## src/common/uart_cfg_pkg.sv

```systemverilog
`default_nettype none

// timing of the serial port, shared by rx and tx
package uart_cfg_pkg;

	// clk cycles per 16x tick
	localparam logic [15:0] CLK_DIV = 16'd4; // 4 x 16 = 64 cycles per bit

	// divider counter, wraps at CLK_DIV-1
	localparam int DIV_CNT_W = (CLK_DIV > 1) ? $clog2(CLK_DIV) : 1;
	localparam logic [DIV_CNT_W-1:0] DIV_LAST = DIV_CNT_W'(CLK_DIV - 1);

	// oversampling within one bit
	localparam int OVERSAMPLE = 16;
	localparam int TICK_CNT_W = $clog2(OVERSAMPLE); // 4 bit tick counter

	// last tick of a bit, moves the bit index on
	localparam logic [TICK_CNT_W-1:0] TICK_LAST = TICK_CNT_W'(OVERSAMPLE - 1);

	// rx looks at the line here, near mid bit
	localparam logic [TICK_CNT_W-1:0] SAMPLE_TICK = TICK_CNT_W'(7);

endpackage

`default_nettype wire

```

## src/common/uart_frame_pkg.sv

```systemverilog
`default_nettype none

// frame format: start, 8 data lsb first, even parity, 1 stop
package uart_frame_pkg;

	localparam int DATA_BITS = 8;
	localparam int STOP_BITS = 1;
	localparam int PARITY_EN = 1; // even parity

	localparam int FRAME_BITS = 1 + DATA_BITS + PARITY_EN + STOP_BITS; // 11
	localparam int BIT_IDX_W = $clog2(FRAME_BITS + 1);

	// bit positions in a frame, start bit is index 0
	localparam logic [BIT_IDX_W-1:0] PAR_IDX = BIT_IDX_W'(DATA_BITS + 1);
	localparam logic [BIT_IDX_W-1:0] STOP_IDX = BIT_IDX_W'(FRAME_BITS - 1);

	// one data byte
	typedef logic [DATA_BITS-1:0] data_t;

endpackage

`default_nettype wire

```

## src/rtl/uart_baud_gen.sv

```systemverilog
`timescale 1ns/1ps
`default_nettype none

// 16x baud tick, one clk cycle wide
module uart_baud_gen (
	input  logic clk,
	input  logic rst_n,
	output logic tick
);

	logic [uart_cfg_pkg::DIV_CNT_W-1:0] div_cnt; // free running divider

	always_ff @(posedge clk) begin
		if (!rst_n) begin
			div_cnt <= '0;
			tick    <= 1'b0; // quiet while in reset
		end else begin
			if (div_cnt == uart_cfg_pkg::DIV_LAST) begin
				div_cnt <= '0;
				tick    <= 1'b1; // pulse on wrap
			end else begin
				div_cnt <= div_cnt + 1'b1;
				tick    <= 1'b0;
			end
		end
	end

	// rx and tx count ticks, so a double pulse would skew every bit
	a_tick_single: assert property (
		@(posedge clk) disable iff (!rst_n)
		tick |=> !tick
	);

endmodule

`default_nettype wire

```

## src/rtl/uart_top.sv

```systemverilog
`timescale 1ns/1ps
`default_nettype none

// serial port: shared 16x tick, receiver, transmitter
module uart_top (
	input  logic                  clk,
	input  logic                  rst_n,
	// receive side
	input  logic                  rx_in,
	input  logic                  uld,
	output uart_frame_pkg::data_t rx_data,
	output logic                  byte_rdy,
	output logic                  parity_err,
	output logic                  frame_err,
	output logic                  overrun,
	// transmit side
	input  logic                  tx_start,
	input  uart_frame_pkg::data_t tx_data,
	output logic                  tx_out,
	output logic                  tx_busy
);

	logic tick; // one tick for both directions

	uart_baud_gen uart_baud_gen_inst (
		.clk   (clk),
		.rst_n (rst_n),
		.tick  (tick)
	);

	uart_rx uart_rx_inst (
		.clk        (clk),
		.rst_n      (rst_n),
		.tick       (tick),
		.rx_in      (rx_in),  // async, synced inside
		.uld        (uld),
		.rx_data    (rx_data),
		.byte_rdy   (byte_rdy),
		.parity_err (parity_err),
		.frame_err  (frame_err),
		.overrun    (overrun)
	);

	uart_tx uart_tx_inst (
		.clk      (clk),
		.rst_n    (rst_n),
		.tick     (tick),
		.tx_start (tx_start),
		.tx_data  (tx_data),
		.tx_out   (tx_out),
		.tx_busy  (tx_busy)
	);

endmodule

`default_nettype wire

```

## src/uart_rx/uart_rx.sv

```systemverilog
`timescale 1ns/1ps
`default_nettype none

// 16x oversampling 8E1 receiver
// byte and status wait in a holding register until uld
module uart_rx (
	input  logic                  clk,
	input  logic                  rst_n,
	input  logic                  tick,
	input  logic                  rx_in,
	input  logic                  uld,
	output uart_frame_pkg::data_t rx_data,
	output logic                  byte_rdy,
	output logic                  parity_err,
	output logic                  frame_err,
	output logic                  overrun
);

	logic rx_meta;  // first sync stage
	logic rx_sync;  // line as seen by the fsm
	logic rx_busy;  // frame in progress
	logic [uart_cfg_pkg::TICK_CNT_W-1:0] tick_cnt;
	logic [uart_frame_pkg::BIT_IDX_W-1:0] bit_idx;
	uart_frame_pkg::data_t rx_reg;    // shift register, lsb arrives first
	uart_frame_pkg::data_t pend_data; // completed byte, not yet unloaded
	logic par_bad;      // parity check of frame in flight
	logic pend_par_err;
	logic pend_frm_err;
	logic sample;       // mid bit sample strobe
	logic frame_done;   // stop bit sampled

	assign sample     = rx_busy && tick && (tick_cnt == uart_cfg_pkg::SAMPLE_TICK);
	assign frame_done = sample && (bit_idx == uart_frame_pkg::STOP_IDX);

	// two flop synchronizer idling at mark
	always_ff @(posedge clk) begin
		if (!rst_n) begin
			rx_meta <= 1'b1;
			rx_sync <= 1'b1;
		end else begin
			rx_meta <= rx_in;
			rx_sync <= rx_meta;
		end
	end

	// idle/busy fsm with tick counter and bit index
	always_ff @(posedge clk) begin
		if (!rst_n) begin
			rx_busy  <= 1'b0;
			tick_cnt <= '0;
			bit_idx  <= '0;
			par_bad  <= 1'b0;
		end else if (!rx_busy) begin
			rx_busy  <= ~rx_sync; // space on idle line = start
			tick_cnt <= '0;
			bit_idx  <= '0;
		end else if (tick) begin
			tick_cnt <= tick_cnt + 1'b1; // wraps at 16
			if (tick_cnt == uart_cfg_pkg::TICK_LAST)
				bit_idx <= bit_idx + 1'b1;
			if (tick_cnt == uart_cfg_pkg::SAMPLE_TICK) begin
				if (bit_idx == '0)
					rx_busy <= ~rx_sync; // high again means a glitch so drop it
				else if (bit_idx == uart_frame_pkg::PAR_IDX)
					par_bad <= rx_sync ^ (^rx_reg); // even parity over data
				else if (bit_idx == uart_frame_pkg::STOP_IDX)
					rx_busy <= 1'b0; // back to idle mid stop bit
			end
		end
	end

	// payload path
	always_ff @(posedge clk) begin
		if (sample && (bit_idx != '0) && (bit_idx < uart_frame_pkg::PAR_IDX))
			rx_reg <= {rx_sync, rx_reg[uart_frame_pkg::DATA_BITS-1:1]};
		if (frame_done)
			pend_data <= rx_reg; // newer frame overwrites unread one
		if (uld)
			rx_data <= pend_data;
	end

	// handshake and status
	always_ff @(posedge clk) begin
		if (!rst_n) begin
			byte_rdy     <= 1'b0;
			overrun      <= 1'b0;
			pend_par_err <= 1'b0;
			pend_frm_err <= 1'b0;
			parity_err   <= 1'b0;
			frame_err    <= 1'b0;
		end else begin
			if (frame_done) begin
				pend_par_err <= par_bad;
				pend_frm_err <= ~rx_sync; // stop must be mark
			end
			if (uld) begin
				parity_err <= pend_par_err;
				frame_err  <= pend_frm_err;
			end
			if (frame_done)
				byte_rdy <= 1'b1; // wins over a same cycle uld
			else if (uld)
				byte_rdy <= 1'b0;
			if (uld)
				overrun <= 1'b0;
			else if (frame_done && byte_rdy)
				overrun <= 1'b1; // sticky until next unload
		end
	end

	// bit index stays inside the frame since stop handling ends it
	a_bit_idx_range: assert property (
		@(posedge clk) disable iff (!rst_n)
		bit_idx < uart_frame_pkg::FRAME_BITS
	);

	// a raised overrun always has a byte pending behind it
	a_overrun_pending: assert property (
		@(posedge clk) disable iff (!rst_n)
		overrun |-> byte_rdy
	);

endmodule

`default_nettype wire

```

## src/uart_tx/uart_tx.sv

```systemverilog
`timescale 1ns/1ps
`default_nettype none

// transmitter, one 8E1 frame per accepted start strobe
module uart_tx (
	input  logic                  clk,
	input  logic                  rst_n,
	input  logic                  tick,
	input  logic                  tx_start,
	input  uart_frame_pkg::data_t tx_data,
	output logic                  tx_out,
	output logic                  tx_busy
);

	logic [uart_frame_pkg::FRAME_BITS-1:0] tx_shreg; // frame, lsb goes out first
	logic armed;  // accepted, start bit goes out on next tick
	logic accept; // strobe while idle
	logic bit_end; // last tick of current bit
	logic [uart_cfg_pkg::TICK_CNT_W-1:0] tick_cnt;
	logic [uart_frame_pkg::BIT_IDX_W-1:0] bit_idx;

	assign accept  = tx_start && !tx_busy; // strobes while busy are dropped
	assign bit_end = tx_busy && !armed && tick && (tick_cnt == uart_cfg_pkg::TICK_LAST);

	// frame shift register
	always_ff @(posedge clk) begin
		if (accept)
			tx_shreg <= {1'b1, ^tx_data, tx_data, 1'b0}; // stop, parity, data, start
		else if (bit_end)
			tx_shreg <= {1'b1, tx_shreg[uart_frame_pkg::FRAME_BITS-1:1]};
	end

	always_ff @(posedge clk) begin
		if (!rst_n) begin
			tx_busy  <= 1'b0;
			armed    <= 1'b0;
			tick_cnt <= '0;
			bit_idx  <= '0;
			tx_out   <= 1'b1; // mark
		end else if (accept) begin
			tx_busy  <= 1'b1;
			armed    <= 1'b1;
			tick_cnt <= '0;
			bit_idx  <= '0;
		end else if (tx_busy && tick) begin
			if (armed) begin
				armed  <= 1'b0;
				tx_out <= tx_shreg[0]; // start bit
			end else begin
				tick_cnt <= tick_cnt + 1'b1;
				if (tick_cnt == uart_cfg_pkg::TICK_LAST) begin
					if (bit_idx == uart_frame_pkg::STOP_IDX) begin
						tx_busy <= 1'b0; // stop bit done
						tx_out  <= 1'b1;
					end else begin
						bit_idx <= bit_idx + 1'b1;
						tx_out  <= tx_shreg[1]; // next bit
					end
				end
			end
		end
	end

	// line idles at mark outside a frame
	a_idle_mark: assert property (
		@(posedge clk) disable iff (!rst_n)
		!tx_busy |-> tx_out
	);

endmodule

`default_nettype wire
```

## config.mk

```make
export PLATFORM = sky130hd
export DESIGN_NAME = uart_top
export DESIGN_NICKNAME = d
export VERILOG_FILES = /design/src/common/uart_cfg_pkg.sv /design/src/common/uart_frame_pkg.sv /design/src/rtl/uart_baud_gen.sv /design/src/rtl/uart_top.sv /design/src/uart_rx/uart_rx.sv /design/src/uart_tx/uart_tx.sv
export SDC_FILE = /design/constraint.sdc
export NUM_CORES = 1
export LEC_CHECK = 0
export CAP_MARGIN = 40
export CORE_MARGIN = 5
export CORE_UTILIZATION = 62
export DETAILED_ROUTE_END_ITERATION = 10
export DONT_BUFFER_PORTS = 1
export GPL_TIMING_DRIVEN = 0
export PLACE_DENSITY = 0.78
export RECOVER_POWER = 100
export SETUP_SLACK_MARGIN = 0.15
export SLEW_MARGIN = 25
export SYNTH_ARGS = -nofsm -noshare
export SYNTH_HDL_FRONTEND = slang
export SYNTH_SLANG_ARGS = --single-unit
export TNS_END_PERCENT = 100
```

## constraint.sdc

```tcl
create_clock -name clk -period 2.43 [get_ports clk]
set_input_delay 0.1215 -clock clk [delete_from_list [all_inputs] [get_ports clk]]
set_output_delay 0.1215 -clock clk [all_outputs]
set_load 0.05 [all_outputs]
```

# Word level (Yosys, flattened, before mapping)

Cells that the tools add are included.

Register bits after elaboration: 66
Bits of input ports: 13
Output and inout bits: 14
Word-level logic and storage cells: 99

$add $sub $neg: 5
Order comparisons: 1
Equal/unequal tests: 8
Mux-type cells: 21
Bitwise logic cells: 7
Reduce and logical (&&, ||, !) cells: 33

Operators by type and width:

| cell                | count |
|---|---|
| $eq 4x4->1 const B  | 5 |
| $mux 10             | 2 |
| $mux 1              | 19 |
| $add 4x1->4 const B | 4 |
| $reduce_xor 8->1    | 2 |
| $reduce_bool 2->1   | 6 |
| $logic_and 1x1->1   | 11 |
| $reduce_and 4->1    | 2 |
| $not 1->1           | 6 |
| $reduce_and 2->1    | 3 |
| $reduce_or 2->1     | 3 |
| $reduce_and 5->1    | 1 |
| $eq 4x3->1 const B  | 1 |
| $logic_not 4->1     | 1 |
| $lt 4x4->1 const B  | 1 |
| $reduce_bool 4->1   | 1 |
| $reduce_and 3->1    | 1 |
| $add 2x1->2 const B | 1 |
| $eq 2x2->1 const B  | 1 |
| $logic_not 1->1     | 2 |
| $ne 2x2->1 const B  | 1 |
| $xor 1x1->1         | 1 |

# Depth between registers and ports, before layout

Gate-level depths: netlist of run 1.

Depth after elaboration: 7
Depth in mapped cells: 6
Mapped depth without buffers: 6

# Hierarchy

Synthesis of run 1 repeated with hierarchy kept, for this count alone.

Cell total of the unflattened synthesis: 209
Area, all modules: 2,702.6 sq um

By module, submodules not included:

| module        | times used | cells an instance | area an instance (sq um) | seq. area each (sq um) |
|---|---|---|---|---|
| uart_rx       | 1          | 114               | 1,604.0                  | 1,081.0 |
| uart_tx       | 1          | 88                | 997.2                    | 510.5 |
| uart_baud_gen | 1          | 7                 | 101.3                    | 60.1 |

# Worst setup path after synthesis of run 1

OpenSTA, ideal clock, no wires.

Path kind: reg-to-reg
From: register uart_tx_inst.tx_busy
To: register uart_tx_inst.tx_shreg[1] (netlist bit), enable pin
Arrival: 1.739 ns
Required time: 2.041 ns
Slack: 0.302 ns
Cell stages (with the launch flop): 3
Cells stage by stage: dfxtp_1 nand3b_2 o21ai_0

Word-level cells in the longest chain between the ends: 4
Elaborated cells between the ends (all ways): 6

RTL lines:

| item                           | line          | source |
|---|---|---|
| start, declared                | uart_tx.sv:12 | `output logic tx_busy` |
| start signal, assigned         | uart_tx.sv:35 | `tx_busy <= 1'b0;` |
| start signal, assigned         | uart_tx.sv:41 | `tx_busy <= 1'b1;` |
| start signal, assigned         | uart_tx.sv:53 | `tx_busy <= 1'b0;` |
| $logic_and 1x1->1 (3 in a row) | uart_tx.sv:23 | `assign bit_end = tx_busy && !armed && tick && (tick_cnt == uart_cfg_pkg::TICK_LAST);` |
| $reduce_bool 2->1 (no line) *  | n/a           |  |
| end signal, assigned           | uart_tx.sv:28 | `tx_shreg <= {1'b1, ^tx_data, tx_data, 1'b0};` |
| end signal, assigned           | uart_tx.sv:30 | `tx_shreg <= {1'b1, tx_shreg[uart_frame_pkg::FRAME_BITS-1:1]};` |
| end, declared                  | uart_tx.sv:15 | `logic [uart_frame_pkg::FRAME_BITS-1:0] tx_shreg;` |

Mark *: on every way between the ends. The rest lies on a longest branch, timed or not.
A chain may end at the register's enable or synchronous reset.

# Worst setup path after layout of run 1

From: register uart_tx_inst.tx_busy
To: register uart_tx_inst.tx_shreg[9] (netlist bit) (data pin)

Word-level cells in the longest chain between the ends: 3

RTL lines:

| item              | line          | source |
|---|---|---|
| $logic_not 1->1   | uart_tx.sv:22 | `assign accept = tx_start && !tx_busy;` |
| $logic_and 1x1->1 | uart_tx.sv:22 |  |
| $mux 10           | uart_tx.sv:27 | `if (accept)` |

Every way passes these cells.

==> metrics.cfg, run 1 <==
[synthesis]
yosys.area.top_type_share_pct=36.4
yosysSeqAreaShare_pct=60.7
synth-compound-area-share_pct=8.78
ys.flop_type=edfxtp_1
synth_edf_count=33
synth.distinct_cells=45
synth_cells=222
postSynthAreaPerCell_um2=12.3
synth_common_cells=dfxtp_1 (33), edfxtp_1 (33), nand2_1 (19), nor2_1 (17), xnor2_1 (16)
async_reset_ff_share_pct=0
ys_ff_latch=66
synth.area.mux_share_pct=1.47
synth_top_family_by_area=simple AND/OR/NAND/NOR gates
synthSimpleGateAreaFrac_pct=14.7
synth_nets=245
synthAdderAreaFrac_pct=4.60
ys_top_cells_by_area=edfxtp_1 (36%), dfxtp_1 (24%), xnor2_1 (5.1%)
synth_area_leader_cell=edfxtp_1
ys_warn_count=0
syn_area_um2=2720
synth-xor-area-share_pct=7.59

[cts]
clock_sinks=66
clk_pin_slew_ns=0.08
cts_max_level=3
cts_inserted_buffers=9
cts_root_buf=clkbuf_8
tritoncts=yes
insertion_delay_ns=0.34
cts_buffer_depth=2

[die]
initial_core_util_pct=63.4
die_area_um2=5810
rows=24
fp.coreArea_um2=4290
ios=27
die_h_um=76.3
dieWidth_um=76.3

[critical_path]
path_class=register to register
startpoint_type=register
cp_top_family=flip-flops
r2r_slack_ns=0.33
slowest_stage=dfxtp_1
path_buf_inv=0
crit_chain=nand3b_1 -> o21ai_2 -> a21boi_0
r2r-start=uart_tx_inst.tx_busy
cp-end-kind=register
cp_data_required_time_ns=2.62
reg2reg_depth=3
slowest_delay_ns=0.79
r2r_end=uart_tx_inst.tx_shreg[9]
critPathArrivalTime_ns=2.29
critPathMaxFanout=10

[sta]
fin_skew_ns=0.00997
slew_violations=0
clock.fmax_mhz=475
finalCriticalPeriod_ns=2.10
setup_slack_ns=0.326
hold_violations=0
tightest_slew_ns=0.723
timing.slew.headroom_pct=51.7
finalCritPeriodShare_pct=86.6
setup_violations=0
grt_setup_unrepaired=false

[power_and_ir_drop]
p_per_area_nw_per_um2=799
ir_drop_mv=0.476
p_leak_nw=1.13

[worst_hold_path]
hp-class=input pin to register
hold-path-cell-count=2
hp-start=uld
hold_end=uart_rx_inst.byte_rdy

[cells_and_area]
syn_to_final_growth_pct=15.8
nets=267
stdcell_area_um2=3150
top_register=uart_tx_inst.tx_shreg
largest_reg_flops=10
drive_gt1_share_pct=8.43
antenna_cells=0

[global_routing]
first_global_vias=1691
antenna_found_initial=0
grt_usage_pct=16.4
grt_pass1_wl_mm=7.69
grt-ovfl-total=0
grt_start_max_net_pins=13

[place]
io_buffers=0
placed_area_um2=2790
dp_hpwl_mm=2.97
post-place-ws_ns=0.200
gp_congestion=0.788

[route]
finalWirelength_mm=4.55
drt-vias-per-instance=5.60
drt_pass1_iterations=4
drt_iter0_markers=100
ant_nets=0
avgRoutedWirePerCell_um=15.1
drc=0
vias=1687

[job]
maxCapViolCount=0

[run_status]
status=finished, final reports clean

==> area by class of cell <==
class	count	area, um2
clock buffers	10	128
inverters	8	30.0
well taps	52	65.1
plain buffers	6	23.8
clock inverters	6	138
fillers	302	1140
repair buffers	11	110
flip-flops and latches	66	1650
multi-input cells	142	1000
==> cells by family (layout without fill, tap and decap cells) <==
logic type	count (synthesis)	after routing
compound gates	34	34
xor+xnor	22	22
fa+ha+maj	10	10
buf+inv	14	41
flops	66	66
mux	4	4
simple gates	72	72
==> metal layers <==
layer | routed length (um) | up-vias | track usage [%]
met1 | 1970 | 807 | 18.9
met3 | 191 | 10 | 4.26
li1 | - | 835 | -
met4 | 100 | 0 | 7.87
met5 | 0 | - | 0
met2 | 2280 | 35 | 28.1
==> layout by cell type, fill, tap and decap left out, types with 2 or more instances in the layout <==
cell           count
dfxtp_1           33
edfxtp_1          33
nand2_1           19
nor2_1            17
xnor2_1           16
dlygate4sd3_1     11
ha_1              10
a21oi_1            9
clkbuf_8           9
inv_1              8
a22o_1             8
nor2b_1            6
clkbuf_1           5
xor2_1             5
nand3_1            4
mux2i_1            4
nand4_1            4
bufinv_16          4
nand3b_1           3
nand2b_1           3
o21ai_0            3
and3b_1            2
nor3b_1            2
and4_1             2
or3_1              2
o22ai_1            2
a31oi_1            2
o21a_1             2
==> report_power, final <==
group / internal, mW / total (mW) / switching (mW) / leakage (nW)
clock network: 0.791 / 1.22 / 0.424 / 0.131
registers: 1.19 / 1.21 / 0.0244 / 0.578
logic: 0.0482 / 0.0924 / 0.0442 / 0.425
==> metrics by stage <==
step | std cells | total power, mW | setup TNS, ns | utilization (%) | hold WS (ns)
final | 301 | 2.52 | 0 | 73.4 | 0.0140
after global routing | 301 | 2.59 | 0 | 73.4 | 0.0175
after CTS | 301 | 2.53 | 0 | 73.6 | 0.0245
after detailed placement | 274 | 1.31 | 0 | 64.9 | 0.215
after global placement | 274 | 1.31 | -0.761 | 64.9 | 0.200
after floorplan | 222 | 1.29 | 0 | - | 0.198
==> worst max path at each step <==
stage	start	to	slack, ns	cells after the start
global placement	uart_tx_inst.tx_busy	uart_tx_inst.tx_shreg[6]	-0.08	2
floorplan	uart_tx_inst.tx_busy	uart_tx_inst.tx_shreg[1]	0.30	2
global route	uart_tx_inst.tx_busy	uart_tx_inst.tx_shreg[9]	0.23	3
detailed placement	uart_tx_inst.tx_busy	uart_tx_inst.tx_shreg[9]	0.20	3
finish	uart_tx_inst.tx_busy	uart_tx_inst.tx_shreg[9]	0.33	3
CTS	uart_tx_inst.tx_busy	uart_tx_inst.tx_shreg[9]	0.23	3
==> timing repair <==
action | 4_1_cts | 5_1_grt
hold buffers | 11 | 0
hold endpoints to repair | 21 | 0
setup buffers | 0 | 0
endpoints found under the setup margin | 0 | 10
gates resized for setup | 0 | 1
No activity file was read; power rests on OpenSTA's default activity.
==> inputs of run 2 (changes only) <==
--- a/config.mk
+++ b/config.mk
@@ -11,6 +11,7 @@
 export DETAILED_ROUTE_END_ITERATION = 10
 export DONT_BUFFER_PORTS = 1
 export GPL_TIMING_DRIVEN = 0
+export MAX_ROUTING_LAYER = met4
 export PLACE_DENSITY = 0.78
 export RECOVER_POWER = 100
 export SETUP_SLACK_MARGIN = 0.15
==> run 2 against run 1 <==
Net effect:
- fmax is 0.30% lower
- worst hold slack about the same
- critical path type unchanged
- count of clock-buffer cells in the layout is the same
- core utilization is the same
- final area is the same
- final cell count stayed put
- largest cell class unchanged
- combinational power about the same
- sequential power barely moved
- clock skew about the same
- routed wire length grew 0.35%
- global-route usage up 0.52 points
==> metrics.cfg, run 2 (synthesized netlist as in run 1, its figures left out) <==
[run_status]
status=finished, final reports clean

[critical_path]
cp-endpoint=uart_tx_inst.tx_shreg[9]
r2r_end=uart_tx_inst.tx_shreg[9]
cp_data_required_time_ns=2.62  ; about the same
r2r-start=uart_tx_inst.tx_busy
reg2reg_depth=3  ; unchanged
slowest_delay_ns=0.79  ; about the same
critPathMaxFanout=10  ; unchanged
critPathArrivalTime_ns=2.30  ; about the same
critical_path.startpoint=uart_tx_inst.tx_busy
cp-end-kind=register
crit_chain=nand3b_1 -> o21ai_2 -> a21boi_0
slowest_stage=dfxtp_1
path_class=register to register
startpoint_type=register
r2r_slack_ns=0.32  ; about the same

[cells_and_area]
stdcell_area_um2=3150  ; unchanged
top_register=uart_tx_inst.tx_shreg
regArea_um2=1650  ; unchanged
syn_to_final_growth_pct=15.8  ; unchanged
nFillCells=302  ; unchanged
stdcell_count=301  ; unchanged
antenna_cells=0  ; unchanged
final_cell_mix=dfxtp_1 (33), edfxtp_1 (33), nand2_1 (19), nor2_1 (17), xnor2_1 (16)
post-route-util_pct=73.4  ; unchanged
largest_reg_flops=10  ; unchanged
drive_gt1_share_pct=8.43  ; unchanged
multiInputGateArea_um2=1000  ; unchanged
nets=267  ; unchanged

[power_and_ir_drop]
ir_drop_mv=0.476  ; unchanged
finalPower_mw=2.52  ; about the same
p_leak_nw=1.13  ; unchanged
p_per_area_nw_per_um2=799  ; about the same

[place]
placed_area_um2=2790  ; unchanged
io_buffers=0  ; unchanged
post-place-ws_ns=0.200  ; unchanged
gp_congestion=0.799  ; +1.4%
dpl.cell_count=274  ; unchanged
dp_hpwl_mm=2.97  ; unchanged

[sta]
holdWs_ns=0.0142  ; +0.000147 ns
slew_violations=0  ; unchanged
hold_violations=0  ; unchanged
clock.fmax_mhz=474  ; -0.30%
tightest_slew_ns=0.715  ; -0.00797 ns
setup_slack_ns=0.320  ; -0.00634 ns
setup_violations=0  ; unchanged
finalCritPeriodShare_pct=86.8  ; +0.26 points
finalCriticalPeriod_ns=2.11  ; +0.00634 ns
timing.slew.headroom_pct=52.3  ; +0.53 points
finalSetupTns_ns=0  ; unchanged
grt_setup_unrepaired=false
fin_skew_ns=0.0102  ; +0.000226 ns

[cts]
post-cts-setup-buffers=0  ; unchanged
cts_buffer_depth=2  ; unchanged
cts_max_level=3  ; unchanged
insertion_delay_ns=0.34  ; about the same
cts_root_buf=clkbuf_8
cts_inserted_buffers=9  ; unchanged
clk_pin_slew_ns=0.08  ; about the same
clock_sinks=66  ; unchanged
tritoncts=yes

[route]
drt-vias-per-instance=5.60  ; -0.12%
drc=0  ; unchanged
finalWirelength_mm=4.56  ; +0.35%
ant_nets=0  ; unchanged
drt_pass1_iterations=4  ; unchanged
vias=1685  ; -0.12%
drt_iter0_markers=120  ; +20%
avgRoutedWirePerCell_um=15.2  ; +0.35%

[global_routing]
grt-ovfl-total=0  ; unchanged
grt_pass1_wl_mm=7.70  ; +0.18%
grt_usage_pct=16.9  ; +0.52 points
grt_start_max_net_pins=13  ; unchanged
first_global_vias=1686  ; -0.30%
antenna_found_initial=0  ; unchanged

[worst_hold_path]
hold-path-cell-count=2  ; unchanged
hp-class=input pin to register

[job]
maxCapViolCount=0  ; unchanged

[die]
dieWidth_um=76.3  ; unchanged
fp.coreArea_um2=4290  ; unchanged
rows=24  ; unchanged
die_area_um2=5810  ; unchanged
die_h_um=76.3  ; unchanged
ios=27  ; unchanged
initial_core_util_pct=63.4  ; unchanged

==> run 2: cell counts in the layout (fill, tap and decap cells not counted) <==
Identical to the previous run, type by type.
==> run 2: critical path, delay by kind of cell (launching register included) <==
family,cells,cell delay [ns]
flops,1,0.79
compound gates,2,0.77
simple gates,1,0.40
==> run 2: cell type report <==
class | count | share of cell area, %
Buffer | 6 | 0.755
Clock buffer | 10 | 4.05
Clock inverter | 6 | 4.37
Inverter | 8 | 0.953
Multi-Input combinational cell | 142 | 31.9
Sequential cell | 66 | 52.4
Tap cell | 52 | 2.07
Timing Repair Buffer | 11 | 3.49
==> run 2: how the worst min path moves through the flow <==
stage | startpoint | end | slack, ns
floorplan | uld | uart_rx_inst.overrun | 0.20
global placement | uld | uart_rx_inst.overrun | 0.20
detailed placement | uld | uart_rx_inst.overrun | 0.21
CTS | uld | uart_rx_inst.byte_rdy | 0.02
global route | uld | uart_rx_inst.byte_rdy | 0.02
finish | uld | uart_rx_inst.byte_rdy | 0.01
==> run 2: power by group <==
part	internal [mW]	switching, mW
Clock	0.791	0.425
Sequential	1.19	0.0244
Combinational	0.0482	0.0444
==> run 2: metal layers <==
layer,GRT usage [%],vias to the layer above,share of wire [%]
li1,-,836,-
met1,19.2,808,44
met2,27.9,31,50
met3,4.26,10,4.0
met4,7.87,0,2.3
met5,-,-,0
==> run 2: timing repair <==
item	4_1_cts	5_1_grt
setup endpoints to repair	0	10
hold endpoints to repair	21	0
resized for setup	0	1
hold buffers	11	0
